==> config.mk <==
export PLATFORM = sky130hd
export DESIGN_NAME = phase_inc_regs
export DESIGN_NICKNAME = d
export VERILOG_FILES = /design/src/common/dds_pkg.sv /design/src/common/cfg_pkg.sv /design/src/rtl/phase_inc_regs.sv
export SDC_FILE = /design/constraint.sdc
export NUM_CORES = 1
export LEC_CHECK = 0
export BUFFER_PORTS_ARGS = -buffer_cell sky130_fd_sc_hd__buf_2
export CELL_PAD_IN_SITES_DETAIL_PLACEMENT = 1
export CELL_PAD_IN_SITES_GLOBAL_PLACEMENT = 1
export CORE_UTILIZATION = 30
export DETAILED_ROUTE_END_ITERATION = 8
export PLACE_DENSITY_LB_ADDON = 0.1
export SLEW_MARGIN = 20
export SYNTH_ARGS = -nofsm -noshare
export SYNTH_HDL_FRONTEND = slang
export SYNTH_SLANG_ARGS = --single-unit
==> constraint.sdc <==
create_clock -name ps_clk -period 2.4 [get_ports ps_clk]
set_input_delay 0.48 -clock ps_clk [delete_from_list [all_inputs] [get_ports ps_clk]]
set_output_delay 0.48 -clock ps_clk [all_outputs]
set_load 0.005 [all_outputs]
==> src/common/dds_pkg.sv <==
// DDS sample path definitions
`default_nettype none

package dds_pkg;

  // default widths and counts, the top level passes its own values down
  localparam int PHASE_BITS       = 24;
  localparam int SAMPLE_WIDTH     = 16;
  localparam int QUANT_BITS       = 8;
  localparam int PARALLEL_SAMPLES = 4;
  localparam int CHANNELS         = 8;

  localparam real PI = 3.14159265358979323846;

  // phase accumulator value, also used for the per-channel increment
  typedef logic [PHASE_BITS-1:0] phase_t;

  // one signed cosine sample
  typedef logic signed [SAMPLE_WIDTH-1:0] sample_t;

  // cosine table entry for address q
  // the table spans one full period over 2**qbits addresses
  // amplitude is the largest positive value of a swidth-bit signed sample
  // the int cast rounds to nearest, so the result is exact for the testbench too
  function automatic int cos_entry(input int q,
                                   input int qbits  = QUANT_BITS,
                                   input int swidth = SAMPLE_WIDTH);
    real amp;
    real angle;
    amp   = real'((longint'(1) << (swidth - 1)) - 1);
    angle = 2.0 * PI * real'(q) / (2.0 ** qbits);
    return int'(amp * $cos(angle));
  endfunction

endpackage

`default_nettype wire

==> src/common/cfg_pkg.sv <==
// DDS configuration path definitions
`default_nettype none

package cfg_pkg;

  import dds_pkg::*;

  // depth of the config buffer, which is also the sender's initial credit count
  localparam int CFG_DEPTH = 4;

  // index bits into the config buffer, the pointers carry one extra wrap bit
  localparam int CFG_PTR_BITS = $clog2(CFG_DEPTH);

  // channel index carried with every config write
  typedef logic [$clog2(CHANNELS)-1:0] chan_idx_t;

  // one buffered config write, channel in the upper bits and increment below
  typedef struct packed {
    chan_idx_t chan;
    phase_t    inc;
  } cfg_entry_t;

endpackage

`default_nettype wire

==> src/rtl/phase_inc_regs.sv <==
// DDS phase increment registers
`timescale 1ns/1ps
`default_nettype none

module phase_inc_regs
  import dds_pkg::*;
  import cfg_pkg::*;
#(
  parameter int CHANNELS   = dds_pkg::CHANNELS,
  parameter int PHASE_BITS = dds_pkg::PHASE_BITS
) (
  input  wire logic                           ps_clk,
  input  wire logic                           arst_n,
  input  wire logic                           cfg_valid,
  input  wire chan_idx_t                      cfg_chan,
  input  wire phase_t                         cfg_inc,
  output logic                                cfg_credit,
  output logic      [CHANNELS*PHASE_BITS-1:0] inc_bus
);

  // buffer storage, payload only
  cfg_entry_t fifo_mem [CFG_DEPTH];

  // pointers with one wrap bit so full and empty can be told apart
  logic [CFG_PTR_BITS:0] wr_ptr;
  logic [CFG_PTR_BITS:0] rd_ptr;
  logic                  fifo_empty;
  cfg_entry_t            head;

  // high in the cycle after an entry was applied
  logic apply_q;

  assign fifo_empty = (wr_ptr == rd_ptr);
  assign head       = fifo_mem[rd_ptr[CFG_PTR_BITS-1:0]];

  // the sender spends a credit per write, so a write always finds a free slot
  always_ff @(posedge ps_clk) begin
    if (cfg_valid) begin
      fifo_mem[wr_ptr[CFG_PTR_BITS-1:0]] <= '{chan: cfg_chan, inc: cfg_inc};
    end
  end

  // the head entry is applied on the first edge after it was written,
  // one entry per cycle in arrival order
  // the credit comes one cycle after the apply edge, so its pulse ends on
  // the edge that registers the first samples with the new increment
  always_ff @(posedge ps_clk or negedge arst_n) begin
    if (!arst_n) begin
      wr_ptr     <= '0;
      rd_ptr     <= '0;
      apply_q    <= 1'b0;
      cfg_credit <= 1'b0;
    end else begin
      if (cfg_valid) begin
        wr_ptr <= wr_ptr + 1'b1;
      end
      if (!fifo_empty) begin
        rd_ptr <= rd_ptr + 1'b1;
      end
      apply_q    <= !fifo_empty;
      cfg_credit <= apply_q;
    end
  end

  for (genvar c = 0; c < CHANNELS; c++) begin : g_chan
    logic [PHASE_BITS-1:0] inc_q;

    // a later write to the same channel simply overwrites on its own turn
    always_ff @(posedge ps_clk or negedge arst_n) begin
      if (!arst_n) begin
        inc_q <= '0;
      end else if (!fifo_empty && head.chan == chan_idx_t'(c)) begin
        inc_q <= head.inc;
      end
    end

    assign inc_bus[c*PHASE_BITS +: PHASE_BITS] = inc_q;
  end

endmodule

`default_nettype wire

==> impl_metrics.env, run 1 <==
export IMPL_outcome="finished, final reports clean"
export IMPL_placedInstanceArea_sq_um=13600
export IMPL_worstHoldPathType="in2reg"
export IMPL_crit_type="reg2reg"
export IMPL_diodes=0
export IMPL_synthTopCellsByArea="dfrtp_1 43%, edfxtp_1 28%, mux2_2 14%"
export IMPL_place_hpwl_mm=21.3
export IMPL_max_freq_mhz=429
export IMPL_io_buffers=222
export IMPL_synth_fp_nets=626
export IMPL_avgSynthCellArea_sq_um=19.7
export IMPL_grt_overflow=0
export IMPL_first_iter_violations=184
export IMPL_path_max_fanout=13
export IMPL_cts_max_level=2
export IMPL_final_area_sq_um=14700
export IMPL_yosysTopAreaCell="dfrtp_1"
export IMPL_start_util_pct=30.7
export IMPL_instances_no_fill=1399
export IMPL_core_sq_um=37800
export IMPL_finalHoldViolCount=0
export IMPL_tritoncts="yes"
export IMPL_min_period_ns=2.33
export IMPL_postLayoutCoreUtil_pct=39.0
export IMPL_layout_setup_ws_ns=0.0713
export IMPL_antenna_found_initial=3
export IMPL_drc_errors=0
export IMPL_critPathCaptureType="flop"
export IMPL_vias=6280
export IMPL_grt_pass1_vias=7099
export IMPL_globalplace_congestion=0.781
export IMPL_holdWs_ns=0.193
export IMPL_worst_pin_slew_ns=0.946
export IMPL_cts_max_path_buffers=3
export IMPL_die_x_um=199
export IMPL_routedWlPerCell_um=22.0
export IMPL_path_cells="mux4_2 > buf_4 > a31oi_4 > and3_2 > buf_12 > mux2_2"
export IMPL_maxSlewViolCount=0
export IMPL_dieArea_sq_um=39500
export IMPL_die_h_um=199
export IMPL_place_inst=1335
export IMPL_path_delay_family="multiplexers"
export IMPL_numCtsBuffers=35
export IMPL_nNetsFinal=897
export IMPL_p_comb_share_pct=39.4
export IMPL_synth_top_family_by_area="multiplexers"
export IMPL_synth_compound_area_share_pct=0.377
export IMPL_grt_max_degree=55
export IMPL_clock_latency_ns=0.50
export IMPL_dpl_worst_slack_ns=0.0519
export IMPL_switching_power_mw=7.46
export IMPL_p_int_mw=15.4
export IMPL_critPathRequiredTime_ns=2.78
export IMPL_grtUsageTotal_pct=16.1
export IMPL_drtAntennaViolNets=0
export IMPL_synth_seq_cells=308
export IMPL_ir_worst_vdd_uv=579
export IMPL_max_stage_delay_ns=0.55
export IMPL_ys_seq_area_share_pct=71.0
export IMPL_drive_above_1_share_pct=57.3
export IMPL_max_cap_viol_count=0
export IMPL_totalPowerFinal_mw=22.9
export IMPL_via_per_inst=4.49
export IMPL_setup_viol_count_final=0
export IMPL_yosys_warnings=0
export IMPL_start_kind="flop"
export IMPL_ios=223
export IMPL_rows=71
export IMPL_fin_skew_ns=0.0109
export IMPL_synth_top_area_share_pct=43.1
export IMPL_synth_fa_ha_area_share_pct=0.539
export IMPL_areaGrowthSynthToFinish_pct=27.0
export IMPL_tns_ns=0
export IMPL_grt_pass1_wl_mm=46.6
export IMPL_clk_pin_slew_ns=0.06
export IMPL_cts_root_buffer="clkbuf_16"
export IMPL_min_period_over_period_pct=97.0
export IMPL_synthSimpleGateAreaFrac_pct=1.42
export IMPL_dr_pass1_iters=4
export IMPL_wl_mm=30.7
export IMPL_pwr_share_clk_pct=22.6
export IMPL_switching_share_pct=32.6
export IMPL_crit_buf_inv=2
export IMPL_synthDistinctLibCells=30
export IMPL_cts_sinks=308
export IMPL_p_per_area_nw_per_um2=1550
export IMPL_crit_arrival_ns=2.71
export IMPL_synth_xor_area_share_pct=0.679
export IMPL_muxShareOfSynthArea_pct=24.3
export IMPL_r2r_slack_ns=0.07
export IMPL_syn_inst=591
export IMPL_max_slew_margin_pct=36.8
export IMPL_synth_cell_area_sq_um=11600
export IMPL_rsz0062_at_grt="yes"
export IMPL_leakagePower_nw=6.19
export IMPL_critPathSlowestCell="mux4_2"
export IMPL_p_seq_share_pct=38.0
[kinds of logic after synthesis]
| family | Yosys count |
|---|---|
| simple gates | 19 |
| fa+ha+maj | 5 |
| xor+xnor | 9 |
| buf+inv | 26 |
| flops | 308 |
| mux | 220 |
| compound gates | 4 |
[sequential cells by signal, summed over array words and instances (netlist names)]
signal and flops:
wr_ptr 3, g_chan.inc_q 192, cfg_credit 1, rd_ptr 3
apply_q 1, fifo_mem 108
[layer usage]
layer / vias up / GRT usage (%) / wire length, um
li1: 2753 / - / -
met1: 3335 / 20.7 / 13100
met3: 51 / 3.26 / 1380
met2: 135 / 27.5 / 15600
met4: 6 / 4.13 / 625
met5: - / 0 / 31
[final cells by class]
| cell class | instances | area [sq um] |
|---|---|---|
| fill | 3800 | 23100 |
| clock buffer | 44 | 952 |
| inverter | 2 | 7.51 |
| sequential | 308 | 8250 |
| tap | 511 | 639 |
| clock inverter | 19 | 164 |
| timing repair buffer | 258 | 1560 |
| multi-input combinational | 257 | 3180 |
[Yosys cell counts]
master and n:
mux4_2 27, mux2_1 34, nand3_1 1, nor2_1 1, edfxtp_1 108, nor3b_4 2, nor2_2 1, mux2_4 10
and2_1 4, and3_1 1, buf_4 4, inv_1 2, xnor2_1 4, nand3b_2 1, a31oi_4 1, nand3b_4 1
buf_6 10, dfrtp_1 200, nand2_2 1, mux2_2 149, o31ai_2 1, ha_1 5, buf_2 7, nand2_1 4
nand3_4 1, clkbuf_1 3, a21oi_1 1, xor2_1 5, o21ai_0 1, nor2_4 1
[what timing repair did]
item | in CTS | in global routing
setup endpoints to repair | 0 | 5
endpoints found under the hold margin | 51 | 0
resized for setup | 0 | 0
setup buffers | 0 | 0
hold buffers | 1 | 0
[power by group through the flow]
stage / clock (mW) / sequential [mW] / combinational [mW]
after floorplan: 0 / 8.75 / 5.01
after global placement: 0 / 8.71 / 9.00
after detailed placement: 0 / 8.81 / 9.27
after CTS: 5.35 / 8.72 / 9.29
after global routing: 5.55 / 8.96 / 9.85
final: 5.17 / 8.69 / 9.02
[worst register-to-register path, stage by stage, from the launching register on]
cell and delay [ns]:
dfrtp_2 0.43, mux4_2 0.55, buf_4 0.17, a31oi_4 0.22, and3_2 0.31, buf_12 0.18
mux2_2 0.35
[placed cells by master (no fill, tap or decap), types with 2 or more instances in the layout]
cell type,count
and2_2,4
buf_12,13
buf_2,221
buf_4,22
bufinv_16,3
clkbuf_1,7
clkbuf_16,37
clkinv_1,7
clkinv_2,8
dfrtp_1,198
dfrtp_2,2
edfxtp_1,108
ha_1,5
inv_1,2
mux2_1,34
mux2_2,149
mux2_4,10
mux4_2,27
nand2_1,4
nor2_4,2
nor3b_4,2
xnor2_1,4
xor2_1,5
[final timing paths]
kind	start	end	cells past startpoint
max	rd_ptr[0]	g_chan[3].inc_q[2]	6
min in group asynchronous	arst_n	g_chan[2].inc_q[15]	2
max reg2reg	rd_ptr[0]	g_chan[3].inc_q[2]	6
max in group asynchronous	arst_n	g_chan[4].inc_q[11]	3
min	cfg_inc[6]	fifo_mem[0][6]	1
min reg2reg	apply_q	cfg_credit	0
No activity file was read; power rests on OpenSTA's default activity.
==> run 2: changes to the inputs <==
Settings changed: BUFFER_PORTS_ARGS -buffer_cell sky130_fd_sc_hd__buf_2 to -buffer_cell sky130_fd_sc_hd__buf_4.
==> run 2 against run 1 <==
  * Count of clock-buffer cells in the layout rose by 9
  * Highest routed layer unchanged
  * Cell count grew 0.29%
  * Critical path depth unchanged
  * Fmax fell by 0.57%
  * Largest cell class unchanged
  * Flip-flop and latch count unchanged
  * Setup slack got worse by 0.013 ns
  * Non-clock buffer count grew 3
  * Via count up 1.1%
  * Sequential share of layout area fell by 2.1 points
  * Combinational power up 9.0%
  * Critical path type unchanged
  * Utilization increased by 1.5 points
  * First-iteration DRC count up 8.7%
==> impl_metrics.env, run 2 (synthesized netlist as in run 1, its figures left out) <==
export IMPL_max_freq_mhz=427
export IMPL_finalHoldViolCount=0
export IMPL_critPathRequiredTime_ns=2.77
export IMPL_diodes=0
export IMPL_grt_overflow=0
export IMPL_routedWlPerCell_um=22.6
export IMPL_r2r_cells=6
export IMPL_via_per_inst=4.53
export IMPL_crit_type="reg2reg"
export IMPL_crit_arrival_ns=2.71
export IMPL_nNetsFinal=903
export IMPL_grt_pass1_wl_mm=47.8
export IMPL_max_slew_margin_pct=51.8
export IMPL_die_h_um=199
export IMPL_postLayoutCoreUtil_pct=40.5
export IMPL_dieArea_sq_um=39500
export IMPL_min_period_over_period_pct=97.6
export IMPL_largest_register_ffs=192
export IMPL_outcome="finished, final reports clean"
export IMPL_fin_skew_ns=0.00997
export IMPL_clock_latency_ns=0.50
export IMPL_leakagePower_nw=6.40
export IMPL_start_kind="flop"
export IMPL_grt_max_degree=60
export IMPL_drive_above_1_share_pct=57.8
export IMPL_totalPowerFinal_mw=24.0
export IMPL_core_sq_um=37800
export IMPL_cts_max_level=2
export IMPL_tns_ns=0
export IMPL_rsz0062_at_grt="yes"
export IMPL_mostFrequentLayoutCells="251 x buf_4, 198 x dfrtp_1, 149 x mux2_2"
export IMPL_worst_pin_slew_ns=0.721
export IMPL_holdPathStages=1
export IMPL_final_common_cell="buf_4"
export IMPL_place_hpwl_mm=21.8
export IMPL_grt_pass1_vias=7272
export IMPL_setup_viol_count_final=0
export IMPL_dr_pass1_iters=4
export IMPL_cts_root_buffer="clkbuf_16"
export IMPL_maxSlewViolCount=0
export IMPL_max_stage_delay_ns=0.46
export IMPL_fillers=3783
export IMPL_tritoncts="yes"
export IMPL_critPathSlowestCell="dfrtp_2"
export IMPL_first_iter_violations=200
export IMPL_r2r_slack_ns=0.06
export IMPL_min_to="fifo_mem[1][23]"
export IMPL_clk_pin_slew_ns=0.06
export IMPL_max_cap_viol_count=0
export IMPL_rr_endpoint="g_chan[5].inc_q[10]"
export IMPL_path_max_fanout=11
export IMPL_rows=71
export IMPL_ir_worst_vdd_uv=588
export IMPL_numCtsBuffers=37
export IMPL_postCtsSetupBuffers=0
export IMPL_drc_errors=0
export IMPL_top_register="g_chan.inc_q"
export IMPL_hold_start="cfg_inc[23]"
export IMPL_vias=6352
export IMPL_start_util_pct=30.7
export IMPL_path_cells="mux4_2 > o31ai_2 > buf_4 > nor3b_4 > buf_6 > mux2_2"
export IMPL_worstHoldPathType="in2reg"
export IMPL_p_per_area_nw_per_um2=1570
export IMPL_globalplace_congestion=0.752
export IMPL_cts_max_path_buffers=3
export IMPL_areaGrowthSynthToFinish_pct=31.9
export IMPL_wl_mm=31.8
export IMPL_antenna_found_initial=1
export IMPL_reg2reg_from="rd_ptr[0]"
export IMPL_min_period_ns=2.34
export IMPL_critPathCaptureType="flop"
export IMPL_grtUsageTotal_pct=16.5
export IMPL_io_buffers=222
export IMPL_cts_sinks=308
export IMPL_ios=223
export IMPL_die_x_um=199
export IMPL_drtAntennaViolNets=0
run 2: cell types whose count changed in the layout (fill, tap and decap cells not counted), moves of 3 or more:
cell and delta:
clkinv_1 -4, buf_4 +229, buf_12 -6, buf_2 -221, clkbuf_8 +7, clkinv_2 -3
run 2: worst max path at each step:
stage | start | to | slack (ns) | cells past startpoint
6_report | rd_ptr[0] | g_chan[5].inc_q[10] | 0.06 | 6
5_1_grt | rd_ptr[0] | g_chan[5].inc_q[10] | -0.02 | 6
4_1_cts | rd_ptr[0] | g_chan[7].inc_q[8] | -0.08 | 4
3_5_place_dp | rd_ptr[0] | g_chan[7].inc_q[0] | -0.09 | 4
3_3_place_gp | rd_ptr[0] | g_chan[7].inc_q[16] | -0.03 | 4
2_1_floorplan | rd_ptr[0] | g_chan[5].inc_q[10] | 0.23 | 5
run 2: power breakdown:
part           total (mW)  internal [mW]  switching, mW
combinational        9.83           5.40           4.42
clock                5.37           3.31           2.05
sequential           8.82           7.66           1.16
run 2: metrics by stage:
| stage | hold slack (ns) | setup slack (ns) | std cells | area, sq um |
|---|---|---|---|---|
| 4_1_cts | 0.157 | -0.0821 | 1402 | 15300 |
| 6_report | 0.186 | 0.0581 | 1403 | 15300 |
| 2_1_floorplan | 0.184 | 0.230 | 591 | 11600 |
| 5_1_grt | 0.165 | -0.0212 | 1403 | 15300 |
| 3_3_place_gp | 0.345 | -0.0269 | 1338 | 14100 |
| 3_5_place_dp | 0.336 | -0.0891 | 1338 | 14100 |
run 2: what timing repair did:
item                                    4_1_cts  5_1_grt
endpoints found under the hold margin        38        0
hold buffers                                  1        0
resized for setup                             0        2
pin swaps                                     1        0
cloned                                        0        1
endpoints found under the setup margin       24       35
run 2: routing by layer:
layer | global-route usage [%] | wire, um | vias up
li1 | - | - | 2769
met1 | 20.7 | 13300 | 3393
met2 | 28.7 | 16300 | 145
met3 | 3.26 | 1470 | 43
met4 | 4.50 | 631 | 2
met5 | 0 | 9 | -
run 2: worst max-delay path, delay by kind of cell, from the launching register on:
kind / cells / cell delay, ns
muxes: 2 / 0.81
DFF: 1 / 0.46
buffers and inverters: 2 / 0.46
and+or+nand+nor: 1 / 0.30
AOI/OAI and AO/OA: 1 / 0.16
run 2: area by class of cell:
| cell class | instances | area (sq um) | area share (%) |
|---|---|---|---|
| clock buffer | 53 | 1080 | 7.03 |
| clock inverter | 10 | 96.3 | 0.629 |
| inverter | 2 | 7.51 | 0.0490 |
| multi-input combinational | 258 | 3190 | 20.8 |
| sequential | 308 | 8250 | 53.8 |
| tap | 511 | 639 | 4.17 |
| timing repair buffer | 261 | 2060 | 13.4 |
==> run 3: changes to the inputs <==
Settings changed: RECOVER_POWER set to 50.
==> run 3 against run 2 <==
  * Non-clock buffer count stayed put
  * Worst hold slack better by 0.029 ns
  * Clock skew hardly changed
  * Cell count hardly changed
  * Critical path depth stayed put
  * Critical endpoint unchanged
==> impl_metrics.env, run 3 (synthesized netlist as in run 1, its figures left out) <==
export IMPL_dr_pass1_iters=4
export IMPL_vias=6386
export IMPL_antenna_found_initial=2
export IMPL_numCtsBuffers=37
export IMPL_crit_buf_inv=2
export IMPL_p_per_area_nw_per_um2=1580
export IMPL_setup_viol_count_final=0
export IMPL_r2r_slack_ns=0.06
export IMPL_tritoncts="yes"
export IMPL_cts_sinks=308
export IMPL_instances_no_fill=1404
export IMPL_outcome="finished, final reports clean"
export IMPL_ir_worst_vdd_uv=585
export IMPL_die_h_um=199
export IMPL_io_buffers=222
export IMPL_totalPowerFinal_mw=23.8
export IMPL_grt_overflow=0
export IMPL_path_cells="mux4_2 > o31ai_2 > buf_4 > nor3b_4 > buf_6 > mux2_2"
export IMPL_holdWs_ns=0.215
export IMPL_clock_latency_ns=0.50
export IMPL_fin_skew_ns=0.00994
export IMPL_die_x_um=199
export IMPL_wl_mm=31.8
export IMPL_ios=223
export IMPL_routedWlPerCell_um=22.7
export IMPL_drc_errors=0
export IMPL_cts_root_buffer="clkbuf_16"
export IMPL_place_inst=1338
export IMPL_tns_ns=0
export IMPL_first_iter_violations=243
export IMPL_globalplace_congestion=0.752
export IMPL_dieArea_sq_um=39500
export IMPL_drive_above_1_share_pct=52.9
export IMPL_critPathSlowestCell="dfrtp_2"
export IMPL_drtAntennaViolNets=0
export IMPL_via_per_inst=4.55
export IMPL_largest_register_ffs=192
export IMPL_path_delay_family="multiplexers"
export IMPL_worstHoldPathType="in2reg"
export IMPL_grt_pass1_wl_mm=47.8
export IMPL_place_hpwl_mm=21.8
export IMPL_max_cap_viol_count=0
export IMPL_core_sq_um=37800
export IMPL_mostFrequentLayoutCells="198 x dfrtp_1, 161 x buf_4, 149 x mux2_2"
export IMPL_clk_pin_slew_ns=0.05
export IMPL_worst_pin_slew_ns=1.12
export IMPL_min_period_ns=2.34
export IMPL_leakagePower_nw=6.21
export IMPL_start_util_pct=30.7
export IMPL_maxSlewViolCount=0
export IMPL_cts_max_level=2
export IMPL_top_register="g_chan.inc_q"
export IMPL_min_period_over_period_pct=97.5
export IMPL_areaGrowthSynthToFinish_pct=30.2
export IMPL_grt_pass1_vias=7272
export IMPL_nNetsFinal=903
export IMPL_grt_max_degree=60
export IMPL_max_freq_mhz=427
export IMPL_critPathCaptureType="flop"
export IMPL_rsz0062_at_grt="yes"
export IMPL_crit_type="reg2reg"
export IMPL_grtUsageTotal_pct=16.5
export IMPL_crit_arrival_ns=2.71
export IMPL_path_max_fanout=11
export IMPL_start_kind="flop"
export IMPL_rows=71
export IMPL_finalHoldViolCount=0
export IMPL_final_common_cell="dfrtp_1"
export IMPL_cts_max_path_buffers=3
export IMPL_critPathRequiredTime_ns=2.77
export IMPL_max_slew_margin_pct=25.3
export IMPL_max_stage_delay_ns=0.46
[run 3: cell count changes in the layout (fill, tap and decap cells not counted)]
cell	before	now
buf_4	251	161
clkbuf_4	0	43
buf_12	7	5
diode_2	0	1
clkbuf_2	0	5
clkbuf_1	8	52
[run 3: layer usage]
metal	track usage (%)	vias up	part of all wire, %
li1	-	2771	-
met1	20.7	3429	42
met2	28.7	144	52
met3	3.26	40	4.6
met4	4.50	2	1.8
met5	0	-	0.028
[run 3: final cells by class]
cell class	count	area [sq um]
fillers	3807	22700
flip-flops and latches	308	8250
multi-input cells	258	3190
repair buffers	261	1860
clock buffers	53	1080
well taps	511	639
clock inverters	10	96.3
inverters	2	7.51
diodes	1	2.50
[run 3: final timing paths]
check | startpoint | end | cells past startpoint
max reg2reg | rd_ptr[0] | g_chan[5].inc_q[10] | 6
min | cfg_valid | wr_ptr[0] | 2
max in group asynchronous | arst_n | rd_ptr[0] | 3
min reg2reg | apply_q | cfg_credit | 0
max | rd_ptr[0] | g_chan[5].inc_q[10] | 6
min in group asynchronous | arst_n | g_chan[2].inc_q[16] | 2
[run 3: through the flow]
stage	worst slack, ns	area [sq um]	utilization (%)
final	0.0591	15100	40.0
after global routing	-0.0212	15100	40.0
after detailed placement	-0.0891	14100	37.3
after CTS	-0.0821	15300	40.4
after floorplan	0.230	11600	-
after global placement	-0.0269	14100	37.3
[run 3: worst reg2reg max path, delay by kind of cell, from the launching register on]
| family | cells | cell delay (ns) |
|---|---|---|
| flip-flops | 1 | 0.46 |
| AO/OA/AOI/OAI | 1 | 0.16 |
| buffers and inverters | 2 | 0.46 |
| AND/OR/NAND/NOR | 1 | 0.30 |
| multiplexers | 2 | 0.83 |
[run 3: what timing repair did]
action	4_1_cts	5_1_grt
gates cloned	0	1
hold endpoints to repair	38	0
buffers inserted	0	0
endpoints found under the setup margin	24	35
pin swaps	1	0
gates resized for setup	0	2
hold buffers	1	0
[run 3: power breakdown]
part | internal, mW | leakage, nW | switching, mW
Sequential | 7.66 | 3.36 | 1.15
Clock | 3.31 | 0.581 | 2.07
Combinational | 5.25 | 2.27 | 4.42
Total | 16.2 | 6.21 | 7.63
